## config.mk

```make
export PLATFORM = sky130hd
export DESIGN_NAME = issue_scoreboard
export DESIGN_NICKNAME = d
export VERILOG_FILES = /design/src/hw/issue_pkg.sv /design/src/hw/issue_scoreboard.sv
export VERILOG_INCLUDE_DIRS = /design/src /design/src/hw
export SDC_FILE = /design/constraint.sdc
export NUM_CORES = 1
export LEC_CHECK = 0
export BUFFER_PORTS_ARGS = -buffer_cell sky130_fd_sc_hd__buf_2
export CAP_MARGIN = 30
export CORE_ASPECT_RATIO = 2
export CORE_MARGIN = 1
export CORE_UTILIZATION = 32
export CTS_CLUSTER_DIAMETER = 60
export DETAILED_ROUTE_END_ITERATION = 8
export GPL_TIMING_DRIVEN = 0
export SKIP_CTS_REPAIR_TIMING = 1
export SYNTH_ARGS = -nofsm -noshare
export SYNTH_HDL_FRONTEND = slang
export SYNTH_SLANG_ARGS = --single-unit
```

## constraint.sdc

```tcl
create_clock -name clk -period 4.54 [get_ports clk]
set_input_delay 0.227 -clock clk [delete_from_list [all_inputs] [get_ports clk]]
set_output_delay 0.227 -clock clk [all_outputs]
set_load 0.01 [all_outputs]
```

## src/hw/issue_settings.svh

```systemverilog
/* Sizing macros for the issue stage, shared by the package and every RTL module.
   Include this header wherever a warp count, buffer depth or data width is needed */

`ifndef ISSUE_SETTINGS_SVH
`define ISSUE_SETTINGS_SVH

// Number of warps; each warp is a single lane
`define ISSUE_NUM_WARPS 4

// Entries in each per-warp instruction buffer
`define ISSUE_IBUF_DEPTH 2

// Register and datapath width
`define ISSUE_XLEN 32

// Architectural registers per warp, register 0 is hardwired to zero
`define ISSUE_NUM_REGS 32

`endif

```

## src/hw/issue_pkg.sv

```systemverilog
/* Types shared across the issue stage: the decoded instruction, the src2 operand word,
   the writeback strobe payload and the dispatch payload */

`default_nettype none

`include "issue_settings.svh"

package issue_pkg;

    typedef logic [$clog2(`ISSUE_NUM_WARPS)-1:0] wid_t;

    typedef logic [$clog2(`ISSUE_NUM_REGS)-1:0] reg_t;

    typedef enum logic [1:0] {
        EX_ALU = 2'd0,
        EX_LSU = 2'd1,
        EX_SFU = 2'd2
    } ex_type_t;

    // Register view of the src2 field, upper bits carry nothing
    typedef struct packed {
        logic [6:0] pad;
        reg_t       rs2;
    } src2_reg_t;

    // use_imm selects which view of this word is meaningful
    typedef union packed {
        src2_reg_t          rf;
        logic signed [11:0] imm;
    } src2_u;

    typedef struct packed {
        wid_t        wid;
        logic [31:0] pc;
        ex_type_t    ex_type;
        logic [3:0]  op;
        logic        wb;
        reg_t        rd;
        reg_t        rs1;
        logic        use_imm;
        src2_u       src2;
    } instr_t;

    typedef struct packed {
        wid_t                   wid;
        reg_t                   rd;
        logic [`ISSUE_XLEN-1:0] data;
    } writeback_t;

    typedef struct packed {
        wid_t                   wid;
        logic [31:0]            pc;
        logic [3:0]             op;
        logic                   wb;
        reg_t                   rd;
        logic [`ISSUE_XLEN-1:0] rs1_data;
        logic [`ISSUE_XLEN-1:0] src2_data;
    } dispatch_t;

endpackage

`default_nettype wire

```

## src/hw/issue_scoreboard.sv

```systemverilog
/* Scoreboard with per-warp pending-register bits. Picks a hazard-free warp head in
   round-robin order and holds it in a one-deep valid/ready output register */

`timescale 1ns/10ps
`default_nettype none

`include "issue_settings.svh"

module issue_scoreboard (
    input  wire logic                                         clk,
    input  wire logic                                         reset,

    input  wire logic [`ISSUE_NUM_WARPS-1:0]                  head_valid,
    input  wire issue_pkg::instr_t [`ISSUE_NUM_WARPS-1:0]     head_data,
    output logic [`ISSUE_NUM_WARPS-1:0]                       pop,

    input  wire logic                                         writeback_valid,
    input  wire issue_pkg::writeback_t                        writeback_data,

    output logic                                              sched_valid,
    output issue_pkg::instr_t                                 sched_data,
    input  wire logic                                         sched_ready
);
    import issue_pkg::*;

    logic [`ISSUE_NUM_WARPS-1:0][`ISSUE_NUM_REGS-1:0] pending;
    logic [`ISSUE_NUM_WARPS-1:0]                      warp_ready;

    wid_t   last_wid;
    wid_t   pick_wid;
    logic   pick_valid;
    instr_t pick_instr;
    logic   take;
    logic   issue;

    // A head may go when none of the registers it touches has a write in flight
    always_comb begin
        for (int w = 0; w < `ISSUE_NUM_WARPS; w++) begin
            warp_ready[w] = head_valid[w]
                && !pending[w][head_data[w].rs1]
                && (head_data[w].use_imm || !pending[w][head_data[w].src2.rf.rs2])
                && (!head_data[w].wb || !pending[w][head_data[w].rd]);
        end
    end

    // Search starts one past the last granted warp
    always_comb begin
        pick_valid = 1'b0;
        pick_wid   = last_wid;
        for (int i = 1; i <= `ISSUE_NUM_WARPS; i++) begin
            if (!pick_valid && warp_ready[(int'(last_wid) + i) % `ISSUE_NUM_WARPS]) begin
                pick_valid = 1'b1;
                pick_wid   = wid_t'((int'(last_wid) + i) % `ISSUE_NUM_WARPS);
            end
        end
    end

    assign pick_instr = head_data[pick_wid];
    assign take       = !sched_valid || sched_ready;
    assign issue      = take && pick_valid;

    always_comb begin
        pop = '0;
        if (issue) begin
            pop[pick_wid] = 1'b1;
        end
    end

    always_ff @(posedge clk) begin
        if (reset) begin
            sched_valid <= 1'b0;
            last_wid    <= wid_t'(`ISSUE_NUM_WARPS - 1);
        end else if (take) begin
            sched_valid <= pick_valid;
            if (pick_valid) begin
                last_wid <= pick_wid;
            end
        end
    end

    always_ff @(posedge clk) begin
        if (issue) begin
            sched_data <= pick_instr;
        end
    end

    // Set and clear never target the same bit in one edge, a pending rd blocks issue
    always_ff @(posedge clk) begin
        if (reset) begin
            pending <= '0;
        end else begin
            if (writeback_valid) begin
                pending[writeback_data.wid][writeback_data.rd] <= 1'b0;
            end
            if (issue && pick_instr.wb && (pick_instr.rd != '0)) begin
                pending[pick_wid][pick_instr.rd] <= 1'b1;
            end
        end
    end

endmodule

`default_nettype wire

```

Word-level counts from Yosys, hierarchy flattened:

Index checks and enable logic that the tools add are counted.

* bits in registers: 195
* input port bits: 303
* output and inout bits: 69
* word-level logic and storage cells: 167

* $add $sub $neg: 4
* order comparisons: 24
* muxes and demuxes: 60
* bitwise gates (word level): 7
* reduce and logical (&&, ||, !) cells: 57

Operators with widths (count)
* $mux 128: 3
* $and 128x128->128: 1
* $bmux 64 s2: 1
* $demux 32 s2: 2
* $not 128->128: 1
* $or 128x128->128: 1
* $lt 5x6->1 const B: 14
* $mux 32: 2
* $mux 64: 1
* $bmux 1 s5: 12
* $mux 1: 27
* $logic_and 1x1->1: 22
* $logic_not 1->1: 20
* $lt 3x4->1 const B: 4
* $demux 1 s5: 2
* $ge 5x1->1 const B: 2
* $logic_or 1x1->1: 9
* $bmux 1 s2: 4
* $mux 2: 4
* $reduce_or 2->1: 4
* $lt 2x3->1 const B: 2
* $reduce_bool 5->1: 1
* $add 2x1->2 const B: 2
* $add 2x2->2 const B: 2
* other kinds (5): 9

Logic depth before layout (Yosys ltp):

* word-level depth: 29
* depth in mapped cells: 16
* depth with buffers taken out: 13

Least setup slack after synthesis:

OpenSTA, ideal clock, no wires.

* path type: input to register
* start point: input port head_data[78] (netlist bit)
* end point: register pending[17] (netlist bit)
* setup time: 94 ps
* data arrival time: 4588 ps
* required time: 4446 ps
* path slack: -142 ps
* cell stages on the path: 11
* path buffers: 1
* cell sequence: clkbuf_1 mux4_2 a22o_1 a311o_1 a2111oi_4 nand2_2 nand2_1 o21ai_0 inv_1 nand4_1 o31ai_1

* elaborated cells between the ends (all ways): 50
* those cells by class: order compare: 4; mux: 29; bitwise: 1; reduce/logical: 16

RTL lines
* start, declared: RTL line issue_scoreboard.sv:14 `` input wire issue_pkg::instr_t [`ISSUE_NUM_WARPS-1:0] head_data, ``
* $bmux 1 s5 (*): RTL line issue_scoreboard.sv:40 `&& !pending[w][head_data[w].rs1]`
* $mux 1 (not written as such) (*): RTL line issue_scoreboard.sv:40
* $logic_not 1->1 (*): RTL line issue_scoreboard.sv:40
* $logic_and 1x1->1 (*): RTL line issue_scoreboard.sv:40
* $logic_and 1x1->1 (*): RTL line issue_scoreboard.sv:41 `&& (head_data[w].use_imm || !pending[w][head_data[w].src2.rf.rs2])`
* $logic_and 1x1->1 (*): RTL line issue_scoreboard.sv:42 `&& (!head_data[w].wb || !pending[w][head_data[w].rd]);`
* $bmux 1 s2: RTL line issue_scoreboard.sv:51 `` if (!pick_valid && warp_ready[(int'(last_wid) + i) % `ISSUE_NUM_WARPS]) begin ``
* $mux 1 (3 in a row): RTL line issue_scoreboard.sv:51
* [... 5 more ...]
* $mux 1: RTL line issue_scoreboard.sv:51
* $logic_not 1->1: RTL line issue_scoreboard.sv:51
* $logic_and 1x1->1: RTL line issue_scoreboard.sv:51
* $mux 1 (*): RTL line issue_scoreboard.sv:51
* $logic_and 1x1->1 (*): RTL line issue_scoreboard.sv:60 `assign issue = take && pick_valid;`
* named net issue: RTL line issue_scoreboard.sv:34 `logic issue;`
* $logic_and 1x1->1 (*) (2 in a row): RTL line issue_scoreboard.sv:95 `if (issue && pick_instr.wb && (pick_instr.rd != '0)) begin`
* $mux 128 (*): RTL line issue_scoreboard.sv:95
* end signal, assigned: RTL line issue_scoreboard.sv:90 `pending <= '0;`
* end signal, assigned by index: RTL line issue_scoreboard.sv:93 `pending[writeback_data.wid][writeback_data.rd] <= 1'b0;`
* end signal, assigned by index: RTL line issue_scoreboard.sv:96 `pending[pick_wid][pick_instr.rd] <= 1'b1;`
* end, declared: RTL line issue_scoreboard.sv:26 `` logic [`ISSUE_NUM_WARPS-1:0][`ISSUE_NUM_REGS-1:0] pending; ``

The timed path passes the listed nets; every way through them passes the cells marked *. The select of a mux whose other input is x is not followed.
A chain may end at the register's enable or synchronous reset.

==> impl_metrics.ini <==
[drt]
vias_per_cell = 5.971
drt-total-wl_um = 67220
firstDrtPassIters = 6
drt-initial-drc-count = 1142
wl_per_cell_um = 31.62
drc = 0
drtAntennaViolNets = 0
detailroute.via_count = 12690

[worst_hold_path]
hp-class = input pin to register

[sta]
fin_crit_ns = 4.439
slew_viol_final = 0
max_freq_ghz = 0.2253
fin_ws_ns = 0.1009
setup_viol = 0
final_hold_viol_count = 0
tightest_slew_ns = 0.8844
finalClockSkew_ns = 0.01686
min_period_over_period = 0.9778
rsz0062_at_grt = true
slew_headroom = 0.4104

[run_status]
status = finished, final reports clean

[cts]
htree_levels = 4
cts_tree = yes
cts-buffers-inserted = 17
root_buffer = clkbuf_16
cts.sinks = 195
clkLatencyLatePin_ns = 0.47
clockBufferDepth = 2
clk_pin_slew_ns = 0.08

[placed_design]
io_buffers = 314
post-place-ws_ns = -1.070
dp_hpwl_um = 53600
routabilityCongestion = 1.030

[global_route]
grt_pass1_wl_um = 90740
grt_pass1_vias = 12570
antenna_found_initial = 5
grt_overflow_total = 0
global_route.usage.total = 0.3241
grt_max_degree = 43

[logic_synthesis]
synthXorXnorAreaFrac = 0
synth-main-ff-cell = dfxtp_1
syn_nets = 1546
yosys.area_share.simple = 0.1247
synth_edf_count = 64
synth_compound_area_frac = 0.1886
async_reset_ff_frac = 0
yosys.area_share.adder = 0
yosysWarnings = 0
synth_seq_cells = 195
seq_area_frac_synth = 0.3515
synth_top_family_by_area = multiplexers
synthDistinctLibCells = 72
synth_area_um2 = 12930
synthMuxAreaShare = 0.2919
synth_area_per_cell_um2 = 10.40
syn_inst = 1243

[cells_and_area]
num-fill-cells = 3996
area.growth.synth_to_final_pct = 22.89
final_common_cell = buf_2
fin_nets = 1887
drive_gt1_frac = 0.3895
final_cell_mix = 336 x buf_2, 131 x dfxtp_1, 98 x mux2i_1

[floorplanning]
core-area_um2 = 39690
initial_core_util = 0.3257
die_w_um = 144.1
die_area_um2 = 41260
num_rows = 103
ioPinCount = 372
die_y_um = 286.3

[run]
max_cap_viol_count = 0

[power_and_ir_drop]
p_leak_uw = 0.005912
internal_power_uw = 3448
vdd_drop_max_mv = 0.1989
p_sw_uw = 1992
switching_share = 0.3662
power.total_uw = 5440
powerDensity_nw_per_um2 = 342.4
pwr-share-comb = 0.335
sequentialPowerShare = 0.381
p_clk_frac = 0.284

[worst_setup_path]
crit_chain = mux4_2 -> a22o_1 -> a311o_1 -> a2111oi_4 -> buf_4 -> nand2_2 -> a2bb2oi_4 -> a2bb2oi_4 -> buf_6 -> a21oi_1 -> a22o_2 -> inv_2 -> nor2_1 -> nand4_1 -> o31ai_1
cpPeakStageDelay_ns = 0.46
crit_top_cell = a2bb2oi_4
cp_slowest_cell = mux4_2
critPathBufInv = 3
endpoint_kind = register
crit_family = compound AO/OA/AOI/OAI gates
arrival_ns = 4.81
criticalPathCategory = register to register
crit_path_max_fanout = 10
setup.worst_path.start_class = register
required_ns = 4.91
[power by group through the flow]
stage | clock, uW | sequential, uW | combinational [uW]
final | 1540 | 2080 | 1820
after global routing | 1620 | 2090 | 1920
after CTS | 1550 | 2070 | 1770
after detailed placement | 0 | 2110 | 1770
after global placement | 0 | 2110 | 1750
after floorplan | 0 | 2190 | 950
[through the flow]
stage | util | cells | setup TNS, ns | hold WS, ns | instance area [um^2]
after floorplan | - | 1243 | 0 | 0.4266 | 12930
after global placement | 0.3820 | 2082 | -190.72 | 0.4814 | 15160
after detailed placement | 0.3825 | 2083 | -145.58 | 0.4938 | 15180
after CTS | 0.3969 | 2115 | -48.72 | 0.05888 | 15760
after global routing | 0.4003 | 2126 | -0.01425 | 0.1262 | 15890
final | 0.4003 | 2126 | 0 | 0.06590 | 15890
[layout make-up]
| type | instances | area (um^2) | area share |
|---|---|---|---|
| clock inverter | 15 | 147.6 | 0.009291 |
| tap | 525 | 656.9 | 0.04134 |
| buffer | 100 | 511.7 | 0.03220 |
| inverter | 17 | 70.07 | 0.004409 |
| timing repair buffer | 321 | 1637 | 0.1030 |
| antenna | 4 | 10.01 | 0.0006299 |
| sequential | 195 | 4544 | 0.2860 |
| multi-input combinational | 931 | 7883 | 0.4961 |
| clock buffer | 17 | 425.4 | 0.02677 |
| timing repair inverter | 1 | 5.005 | 0.0003150 |
[tightest hold or removal path, delay by kind of cell]
family	cells	cell delay, ns
buffers and inverters	1	0.07
AND/OR/NAND/NOR	1	0.11
AO/OA/AOI/OAI	1	0.07
[routing by layer]
layer	GRT usage	share of wire	up-vias
met3	0.05306	0.059	220
met5	0	0	-
li1	-	-	5551
met2	0.6065	0.53	755
met1	0.3008	0.32	6168
met4	0.2637	0.098	0
[synthesized netlist by cell type (4+ instances only)]
master / n / area [um^2]
dfxtp_1: 131 / 2623
mux2i_1: 98 / 980.9
o211ai_1: 93 / 698.2
mux4_2: 86 / 1937
o21ai_1: 83 / 415.4
nor2_1: 79 / 296.5
mux2_2: 74 / 833.3
nand2_1: 68 / 255.2
a21oi_1: 66 / 330.3
edfxtp_1: 64 / 1922
clkbuf_1: 62 / 232.7
nand3_1: 30 / 150.1
nor2b_1: 30 / 187.7
o21ai_0: 25 / 125.1
buf_2: 22 / 110.1
o21ai_2: 20 / 175.2
o31ai_1: 16 / 120.1
nand3b_1: 14 / 105.1
nand2b_1: 13 / 81.33
buf_6: 12 / 135.1
inv_1: 12 / 45.04
or3_1: 11 / 68.82
and3_1: 8 / 50.05
or2_2: 8 / 50.05
and2_1: 7 / 43.79
nand4_1: 7 / 43.79
o22ai_1: 7 / 43.79
a22oi_1: 6 / 45.04
a2111oi_0: 5 / 43.79
inv_2: 5 / 18.77
nor3b_1: 5 / 37.54
or2_4: 5 / 43.79
nor4_1: 4 / 25.02
[registers in the layout, summed over array words and instances (netlist names)]
signal	cells
last_wid	2
sched_valid	1
pending	128
sched_data	64
[cell families (layout without fill, tap and decap cells)]
family	Yosys count	in the layout
AO/OA/AOI/OAI	361	361
AND/OR/NAND/NOR	311	311
multiplexers	259	259
flip-flops	195	195
buffers and inverters	117	471
other	0	4
[worst paths after layout]
check                     end  cells past startpoint  slack, ns         from
hold reg to reg   pending[59]                      2       0.50  pending[59]
setup / recovery  pending[49]                     15       0.10  pending[43]
hold / removal    sched_valid                      3       0.07  sched_ready
setup reg to reg  pending[49]                     15       0.10  pending[43]
(Power assumes the default switching activity.)
