--- config.mk ---
export PLATFORM = sky130hd
export DESIGN_NAME = issue_ibuffer
export DESIGN_NICKNAME = d
export VERILOG_FILES = /design/src/hw/issue_pkg.sv /design/src/hw/issue_ibuffer.sv
export VERILOG_INCLUDE_DIRS = /design/src /design/src/hw
export SDC_FILE = /design/constraint.sdc
export NUM_CORES = 1
export LEC_CHECK = 0
export BUFFER_PORTS_ARGS = -buffer_cell sky130_fd_sc_hd__buf_2
export CORE_MARGIN = 4
export CORE_UTILIZATION = 50
export DETAILED_ROUTE_END_ITERATION = 10
export PLACE_DENSITY = 0.81
export SLEW_MARGIN = 10
export SYNTH_ARGS = -nofsm -noshare
export SYNTH_HDL_FRONTEND = slang
export SYNTH_SLANG_ARGS = --single-unit
--- constraint.sdc ---
create_clock -name clk -period 4.55 [get_ports clk]
set_clock_uncertainty 0.1 [all_clocks]
set_input_delay 0.455 -clock clk [delete_from_list [all_inputs] [get_ports clk]]
set_output_delay 0.455 -clock clk [all_outputs]
set_load 0.02 [all_outputs]
--- src/hw/issue_settings.svh ---
/* Sizing macros for the issue stage, shared by the package and every RTL module.
   Include this header wherever a warp count, buffer depth or data width is needed */

`ifndef ISSUE_SETTINGS_SVH
`define ISSUE_SETTINGS_SVH

// Number of warps; each warp is a single lane
`define ISSUE_NUM_WARPS 4

// Entries in each per-warp instruction buffer
`define ISSUE_IBUF_DEPTH 2

// Register and datapath width
`define ISSUE_XLEN 32

// Architectural registers per warp, register 0 is hardwired to zero
`define ISSUE_NUM_REGS 32

`endif

--- src/hw/issue_pkg.sv ---
/* Types shared across the issue stage: the decoded instruction, the src2 operand word,
   the writeback strobe payload and the dispatch payload */

`default_nettype none

`include "issue_settings.svh"

package issue_pkg;

    typedef logic [$clog2(`ISSUE_NUM_WARPS)-1:0] wid_t;

    typedef logic [$clog2(`ISSUE_NUM_REGS)-1:0] reg_t;

    typedef enum logic [1:0] {
        EX_ALU = 2'd0,
        EX_LSU = 2'd1,
        EX_SFU = 2'd2
    } ex_type_t;

    // Register view of the src2 field, upper bits carry nothing
    typedef struct packed {
        logic [6:0] pad;
        reg_t       rs2;
    } src2_reg_t;

    // use_imm selects which view of this word is meaningful
    typedef union packed {
        src2_reg_t          rf;
        logic signed [11:0] imm;
    } src2_u;

    typedef struct packed {
        wid_t        wid;
        logic [31:0] pc;
        ex_type_t    ex_type;
        logic [3:0]  op;
        logic        wb;
        reg_t        rd;
        reg_t        rs1;
        logic        use_imm;
        src2_u       src2;
    } instr_t;

    typedef struct packed {
        wid_t                   wid;
        reg_t                   rd;
        logic [`ISSUE_XLEN-1:0] data;
    } writeback_t;

    typedef struct packed {
        wid_t                   wid;
        logic [31:0]            pc;
        logic [3:0]             op;
        logic                   wb;
        reg_t                   rd;
        logic [`ISSUE_XLEN-1:0] rs1_data;
        logic [`ISSUE_XLEN-1:0] src2_data;
    } dispatch_t;

endpackage

`default_nettype wire

--- src/hw/issue_ibuffer.sv ---
/* Per-warp instruction FIFOs. The decode port pushes into the FIFO named by the
   instruction's warp id and the scoreboard pops heads with a one-hot vector */

`timescale 1ns/10ps
`default_nettype none

`include "issue_settings.svh"

module issue_ibuffer (
    input  wire logic                                         clk,
    input  wire logic                                         reset,

    input  wire logic                                         decode_valid,
    input  wire issue_pkg::instr_t                            decode_data,
    output logic                                              decode_ready,

    input  wire logic [`ISSUE_NUM_WARPS-1:0]                  pop,
    output logic [`ISSUE_NUM_WARPS-1:0]                       head_valid,
    output issue_pkg::instr_t [`ISSUE_NUM_WARPS-1:0]          head_data
);
    import issue_pkg::*;

    localparam int DEPTH    = `ISSUE_IBUF_DEPTH;
    localparam int PTR_BITS = (DEPTH > 1) ? $clog2(DEPTH) : 1;
    localparam int CNT_BITS = $clog2(DEPTH + 1);

    logic [`ISSUE_NUM_WARPS-1:0] full;
    logic                        push;

    function automatic logic [PTR_BITS-1:0] next_ptr(input logic [PTR_BITS-1:0] ptr);
        if (ptr == PTR_BITS'(DEPTH - 1)) begin
            return '0;
        end
        return ptr + 1'b1;
    endfunction

    // Space is judged only by the addressed warp, other warps never stall this one
    assign decode_ready = ~full[decode_data.wid];
    assign push         = decode_valid && decode_ready;

    for (genvar w = 0; w < `ISSUE_NUM_WARPS; w++) begin : g_warp
        instr_t              mem [DEPTH];
        logic [PTR_BITS-1:0] rd_ptr;
        logic [PTR_BITS-1:0] wr_ptr;
        logic [CNT_BITS-1:0] count;
        logic                push_w;

        assign push_w = push && (decode_data.wid == wid_t'(w));

        always_ff @(posedge clk) begin
            if (push_w) begin
                mem[wr_ptr] <= decode_data;
            end
        end

        always_ff @(posedge clk) begin
            if (reset) begin
                rd_ptr <= '0;
                wr_ptr <= '0;
                count  <= '0;
            end else begin
                if (push_w) begin
                    wr_ptr <= next_ptr(wr_ptr);
                end
                if (pop[w]) begin
                    rd_ptr <= next_ptr(rd_ptr);
                end
                // A simultaneous push and pop leaves the count unchanged
                case ({push_w, pop[w]})
                    2'b10:   count <= count + 1'b1;
                    2'b01:   count <= count - 1'b1;
                    default: count <= count;
                endcase
            end
        end

        assign full[w]       = (count == CNT_BITS'(DEPTH));
        assign head_valid[w] = (count != '0);
        assign head_data[w]  = mem[rd_ptr];
    end

endmodule

`default_nettype wire

# Word level (Yosys, flattened, before mapping)
# Memories as Yosys holds them, arrays and structs flattened. A register that Yosys moved wholly into a read port is not among the register bits.
# Index checks and enable logic that the tools add are counted.
# word_totals
regBits,16
ram_bits,512
inputBits,71
word_cells,125
memories,4
# mem_list
memory,depth,width,rd,rd_ports_with_merged_regs,write_ports,line_no,text
g_warp[0].mem,2,64,1,1,1,issue_ibuffer.sv:42,instr_t mem [DEPTH];
g_warp[1].mem,2,64,1,1,1,issue_ibuffer.sv:42,
g_warp[2].mem,2,64,1,1,1,issue_ibuffer.sv:42,
g_warp[3].mem,2,64,1,1,1,issue_ibuffer.sv:42,
# classes
add_sub_neg,16
order_cmp,1
eq_ne,15
mux,62
n_bitwise,1
n_reduce_logical,14
# op_table
cell,count
1-bit 2-to-1 mux,57
2-bit equality test (second input constant),10
2-bit one-hot mux with 2 select lines,4
2-bit nonzero test,8
2-bit by 1-bit equality test with 1-bit output (second input constant),5
1-bit adder (second input constant),8
2-bit by 1-bit adder with 2-bit output (second input constant),4
2-bit by 1-bit subtractor with 2-bit output (second input constant),4
1-bit logical AND,5
2-bit by 3-bit < comparator with 1-bit output (second input constant),1
1-bit binary-select mux with 2-bit select,1
2-bit logical NOT,1
1-bit NOT,1

# Logic depth before layout (Yosys ltp)
# Gate-level depths: netlist of the first run.
# depth
ltp_word,9
depth_mapped,6
depth_no_buf,6

# Least setup slack after synthesis of the first run
# OpenSTA, ideal clock, no wires.
# synth_timing
path_kind,input to register
from,input port decode_data[62] in the netlist's numbering
to,memory g_warp[0].mem[0][0] in the netlist's numbering (enable)
arrival_ps,3710
required_ps,3964
slack_ps,253
path_stages,2
path_buffers,0
path_cell_list,or4b_4 -> nor2_1
# synth_via
elab_chain_cells,7
# synth_lines
item,line_no,text
"start, declared",issue_ibuffer.sv:14,"input wire issue_pkg::instr_t decode_data,"
1-bit binary-select mux with 2-bit select,issue_ibuffer.sv:38,assign decode_ready = ~full[decode_data.wid];
1-bit 2-to-1 mux (not written as such),issue_ibuffer.sv:38,
1-bit NOT,issue_ibuffer.sv:38,
1-bit logical AND,issue_ibuffer.sv:39,assign push = decode_valid && decode_ready;
1-bit logical AND *,issue_ibuffer.sv:48,assign push_w = push && (decode_data.wid == wid_t'(w));
1-bit 2-to-1 mux *,issue_ibuffer.sv:51,if (push_w) begin
1-bit 2-to-1 mux (not written as such) *,issue_ibuffer.sv:52,mem[wr_ptr] <= decode_data;
"end, declared",issue_ibuffer.sv:42,
# Every way passes the cells marked *; elsewhere a longest branch is shown, timed or not. The select of a mux whose other input is x is not followed.

==> results.cfg, run 1 <==
[sta]
finalSetupTns_ps = 0
hold_violations = 0
worst_slew_pin_slew_ps = 1180
grt_setup_unrepaired = false
worst_slew_margin_rel_pct = 21.31
achievable-frequency_mhz = 351.4
max_slew_violation_count = 0
post-route-period-util_pct = 62.54
setup_viol = 0
period_needed_ps = 2846

[setup_path]
crit_path_end_kind = output pin
rr_worst_depth = 4
cp_num_cells = 2
worst-r2r-setup-slack_ps = 1880
end_of_the_worst_register_to_register_path = g_warp[1].mem[0][30]
cp_num_buf_inv = 1
crit_path_cell_trace = mux2_2, buf_2
slowest_stage = sky130_fd_sc_hd__dfxtp_4
cp.arrival_ps = 2290
critical_path_peak_fanout = 64
critical_path_required_ps = 3990
crit_path_start_kind = register
worst_setup_endpoint = head_data[251]
critical_path_class = register to output pin
r2r-start = g_warp[1].count[1]
cp_top_family = flip-flops
cpPeakStageDelay_ps = 1080

[clock_tree]
clock_insertion_delay_worst_skew_ps = 570
cts_tree = yes
root_buffer = sky130_fd_sc_hd__clkbuf_16
cts.reportedPaths.clkPinSlew_ps = 60
post_cts_resized = 0
post-cts-setup-buffer-count = 0
ctsHoldBuffers = 0
clk_sink_count = 532
numCtsBuffers = 52
cts.htree.levels = 2
cts_buffer_depth = 3

[synthesis]
postSynthAreaPerCell_um2 = 21.48
ys_dominant_reg_cell = sky130_fd_sc_hd__edfxtp_1
syn-cell-area_um2 = 19310
yosys_register_bits = 532
mappedNetlistNets = 974
async_flop_share_pct = 0
synth_cells = 899
total_number_of_yosys_warnings = 0
number_of_synthesized_flops_with_an_enable_pin = 512
post_synth_num_cell_types = 26
yosysSeqAreaShare_pct = 81.69

[layout]
area_growth_syn_to_layout_pct = 20.56
layout.cells.most_common = sky130_fd_sc_hd__edfxtp_1
post_route_cells_drive_above_1_share_pct = 52.76
antenna_cells_inserted = 0
num-nets-final = 1342
mostFrequentLayoutCells = sky130_fd_sc_hd__edfxtp_1 (512), sky130_fd_sc_hd__buf_2 (331), sky130_fd_sc_hd__mux2_2 (259), sky130_fd_sc_hd__clkbuf_16 (53), sky130_fd_sc_hd__nor2_1 (18)
finalInstanceArea_um2 = 23280

[route]
drt_first_pass_iters = 4
drtIter0Drc = 624
route.detailed.wl_per_inst_um = 22.64
routed_via_density = 5.341
wirelength_um = 41140
num_vias = 9704
ant_nets = 0
detail_route.drc_violations = 0

[placed_design]
post_placement_cell_area_um2 = 21660
io_buffer_count = 331
gpl.final_weighted_congestion = 0.8035
dp_hpwl_um = 25270

[floorplanning]
io_pins = 332
chipHeight_um = 204.5
die-area_um2 = 41830
floorplan.initialDensity_pct = 51.03
core_region_area_um2 = 37840
fp.dieW_um = 204.5
rows = 71

[grt]
grt_max_degree = 65
grt_util_met3_pct = 4.227
globalRouteMet2Util_pct = 31.84
global_route.usage.total_pct = 19.50
first_global_vias = 10102
grt_antenna_before_repair = 3
groute.layer.met1.usage_pct = 26.73
top_usage_layer = met2
grt-ovfl-total = 0
grt_pass1_wl_um = 61900

[power]
ir_worst_vdd_uv = 370.1
static_leak_nw = 8.148
areal_power_density_over_the_cells_nw_per_um2 = 459.9

[worst_hold_path]
holdCritPathClass = input port to register
hold_path.startpoint = decode_data[10]

[outcome]
outcome = finished clean

[job]
cap_violations = 0
flip-flops by register name (all words and copies together) (netlist names), named ones only:
name,count
g_warp.mem,512
g_warp.count,8
g_warp.rd_ptr,4
g_warp.wr_ptr,4
worst min path at each step:
stage	cells after the start	to	slack (ps)
CTS	1	g_warp[2].mem[0][10]	10
global route	1	g_warp[2].mem[0][10]	50
detailed placement	2	g_warp[0].count[1]	390
global placement	2	g_warp[1].count[1]	370
finish	1	g_warp[2].mem[0][10]	50
floorplan	2	g_warp[1].wr_ptr	360
kinds of logic after synthesis:
group / share of synthesized area [%]
AO/OA/AOI/OAI: 0.3823
XOR/XNOR: 0.5442
adder cells (fa/ha/maj): 0.2592
buffers and inverters: 0.8553
flip-flops: 81.69
multiplexers: 15.18
AND/OR/NAND/NOR: 1.088
per-stage QoR:
stage	instances	setup WS, ps	util [%]	power (mW)	hold slack [ps]
2_1_floorplan	899	253.2	-	6.308	356.2
5_1_grt	1817	1625	61.52	11.10	46.25
4_1_cts	1817	1639	61.52	10.81	13.69
6_report	1817	1704	61.52	10.71	50.14
3_3_place_gp	1724	1702	57.22	6.686	371.7
3_5_place_dp	1724	1639	57.22	6.714	389.6
cells in the mapped netlist (5+ instances only):
library cell,n,area [um2]
sky130_fd_sc_hd__edfxtp_1,512,15370
sky130_fd_sc_hd__mux2_2,259,2917
sky130_fd_sc_hd__nor2_1,25,93.84
sky130_fd_sc_hd__buf_2,24,120.1
sky130_fd_sc_hd__dfxtp_1,20,400.4
sky130_fd_sc_hd__xnor2_1,8,70.07
sky130_fd_sc_hd__inv_1,6,22.52
sky130_fd_sc_hd__a21oi_1,5,25.02
sky130_fd_sc_hd__clkbuf_1,5,18.77
sky130_fd_sc_hd__o21ai_0,5,25.02
sky130_fd_sc_hd__or3_1,5,31.28
cell type report:
type / instances / area (um2)
Sequential cell: 532 / 15790
Fill cell: 2655 / 14560
Multi-Input combinational cell: 331 / 3423
Timing Repair Buffer: 344 / 1779
Clock buffer: 69 / 1386
Tap cell: 511 / 639.4
Clock inverter: 24 / 240.2
Inverter: 6 / 23.77
metal layers:
layer  routed length, um  up-vias
met3                2731       63
met5                  40        -
li1                    -     4281
met2               20410      370
met1               17100     4984
met4                 863        6
power breakdown:
| part | internal [mW] | switching [mW] |
|---|---|---|
| Clock | 2.42 | 1.69 |
| Combinational | 0.383 | 0.568 |
| Sequential | 5.51 | 0.141 |
Note: power is estimated with default switching activity, not from simulation.
==> inputs of run 2 (changes only) <==
- clock period: 4.55 -> 2.4 ns (I/O delays scaled with it)
==> run 2 against run 1 <==
  * Worst hold slack better by 330 ps
  * Clock power increased by 84%
  * Flip-flop and latch count stayed put
  * Critical path type unchanged
  * Final area is 4.2% higher
  * Critical path depth is 1 higher
  * Sequential power up 86%
  * Global-route usage rose by 0.41 points
  * Die area stayed put
  * Largest power group unchanged
  * Largest cell class unchanged
  * Power rose by 89%
  * Routed wire length is 2.7% higher
  * Utilization up 2.6 points
==> results.cfg, run 2 (same netlist as run 1, synthesis figures left out) <==
[floorplanning]
core_region_area_um2 = 37840
die-area_um2 = 41830
chipHeight_um = 204.5
floorplan.initialDensity_pct = 51.03
rows = 71
fp.dieW_um = 204.5
io_pins = 332

[sta]
grt_setup_unrepaired = false
achievable-frequency_mhz = 433.2
setup_viol = 0
worst_slew_margin_rel_pct = 55.92
whs_ps = 380.2
max_slew_violation_count = 0
period_needed_ps = 2308
hold_violations = 0
worst_slew_pin_slew_ps = 660.5
post-route-period-util_pct = 96.18

[grt]
grt_pass1_wl_um = 63220
first_global_vias = 10709
grt-ovfl-total = 0
global_route.usage.total_pct = 19.91
grt_antenna_before_repair = 1
grt_max_degree = 65

[worst_hold_path]
holdPathEnd = g_warp[0].mem[0][47]
holdCritPathClass = input port to register
hold_depth = 2
hold_path.startpoint = decode_data[47]

[setup_path]
crit_path_cell_trace = buf_4, mux2_2, buf_2
cp_top_family = buffers and inverters
cp.arrival_ps = 1970
end_of_the_worst_register_to_register_path = g_warp[3].count[1]
rr_worst_depth = 5
critical_path_required_ps = 2060
r2r-start = g_warp[3].count[1]
critical_path_peak_fanout = 30
worst-r2r-setup-slack_ps = 260
critical_path_class = register to output pin
crit_path_start_kind = register
slowest_stage = sky130_fd_sc_hd__buf_4
crit_path_end_kind = output pin
cp_num_buf_inv = 2
cpPeakStageDelay_ps = 440

[route]
route.detailed.wl_per_inst_um = 22.24
drtIter0Drc = 566
wirelength_um = 42260
detail_route.drc_violations = 0
routed_via_density = 5.235
ant_nets = 0
num_vias = 9947
drt_first_pass_iters = 4

[layout]
multi_input_area_um2 = 3431
final_cell_count_no_fill = 1900
num-nets-final = 1422
largest_register_ff_count = 512
layout.cells.most_common = sky130_fd_sc_hd__edfxtp_1
register_area_um2 = 15790
area_growth_syn_to_layout_pct = 25.62
post_route_cells_drive_above_1_share_pct = 50.65
reg_top3 = g_warp.mem: 512 flops, g_warp.count: 8 flops
mostFrequentLayoutCells = sky130_fd_sc_hd__edfxtp_1 (512), sky130_fd_sc_hd__buf_2 (331), sky130_fd_sc_hd__mux2_2 (259), sky130_fd_sc_hd__dlygate4sd3_1 (71), sky130_fd_sc_hd__clkbuf_16 (53)
most_flops_register = g_warp.mem
n_fill_cell = 2587

[clock_tree]
cts_tree = yes
clock_insertion_delay_worst_skew_ps = 570
cts.reportedPaths.clkPinSlew_ps = 60
root_buffer = sky130_fd_sc_hd__clkbuf_16
cts_buffer_depth = 3
numCtsBuffers = 51
clk_sink_count = 532
cts.htree.levels = 2

[power]
areal_power_density_over_the_cells_nw_per_um2 = 835.3
static_leak_nw = 8.538
ir_worst_vdd_uv = 736.6
design_power_total_mw = 20.26

[placed_design]
dp_hpwl_um = 25550
io_buffer_count = 331
gpl.final_weighted_congestion = 0.8080
dpl.cell_count = 1733

[job]
cap_violations = 0

[outcome]
outcome = finished clean
[run 2: cell type report]
| type | instances | area share, % |
|---|---|---|
| Sequential cell | 532 | 65.10 |
| Multi-Input combinational cell | 331 | 14.14 |
| Timing Repair Buffer | 425 | 11.48 |
| Clock buffer | 61 | 5.591 |
| Tap cell | 511 | 2.636 |
| Clock inverter | 33 | 0.9336 |
| Inverter | 6 | 0.1083 |
| Antenna cell | 1 | 0.01032 |
[run 2: metrics by stage]
step           utilization, %  setup TNS (ps)  cell area, um2  worst slack [ps]
5_1_grt                 64.10               0           24260             3.131
3_3_place_gp            57.99               0           21950             353.4
4_1_cts                 64.05               0           24240             7.790
3_5_place_dp            57.99               0           21950             330.4
6_report                64.10               0           24260             91.76
2_1_floorplan               -          -72570           19370            -528.1
[run 2: worst max path at each step]
| stage | from | to | depth (start not counted) | slack (ps) |
|---|---|---|---|---|
| after floorplan | g_warp[2].count[0] | g_warp[2].mem[0][0] | 3 | -530 |
| after global placement | decode_data[62] | g_warp[0].count[1] | 5 | 350 |
| after detailed placement | decode_data[63] | g_warp[0].count[1] | 5 | 330 |
| after CTS | register | head_data[135] | 3 | 8 |
| after global routing | register | head_data[104] | 3 | 3 |
| final | register | head_data[104] | 3 | 90 |
[run 2: where the power goes]
part	internal, mW	switching [mW]
Clock	4.33	3.24
Sequential	10.4	0.105
Combinational	0.863	1.28
Total	15.6	4.63
[run 2: per-layer routing]
layer / part of all wire (%) / GRT usage (%) / vias to the layer above
met5: 0 / 0 / -
met4: 2.5 / 7.155 / 0
met3: 6.1 / 3.958 / 73
met2: 50 / 33.31 / 335
met1: 41 / 26.27 / 5098
li1: - / - / 4441
[run 2: timing repair]
action,CTS,global route
hold endpoints to repair,528,0
gates resized for setup,0,0
setup buffers,0,1
setup endpoints to repair,0,7
hold buffers,71,0
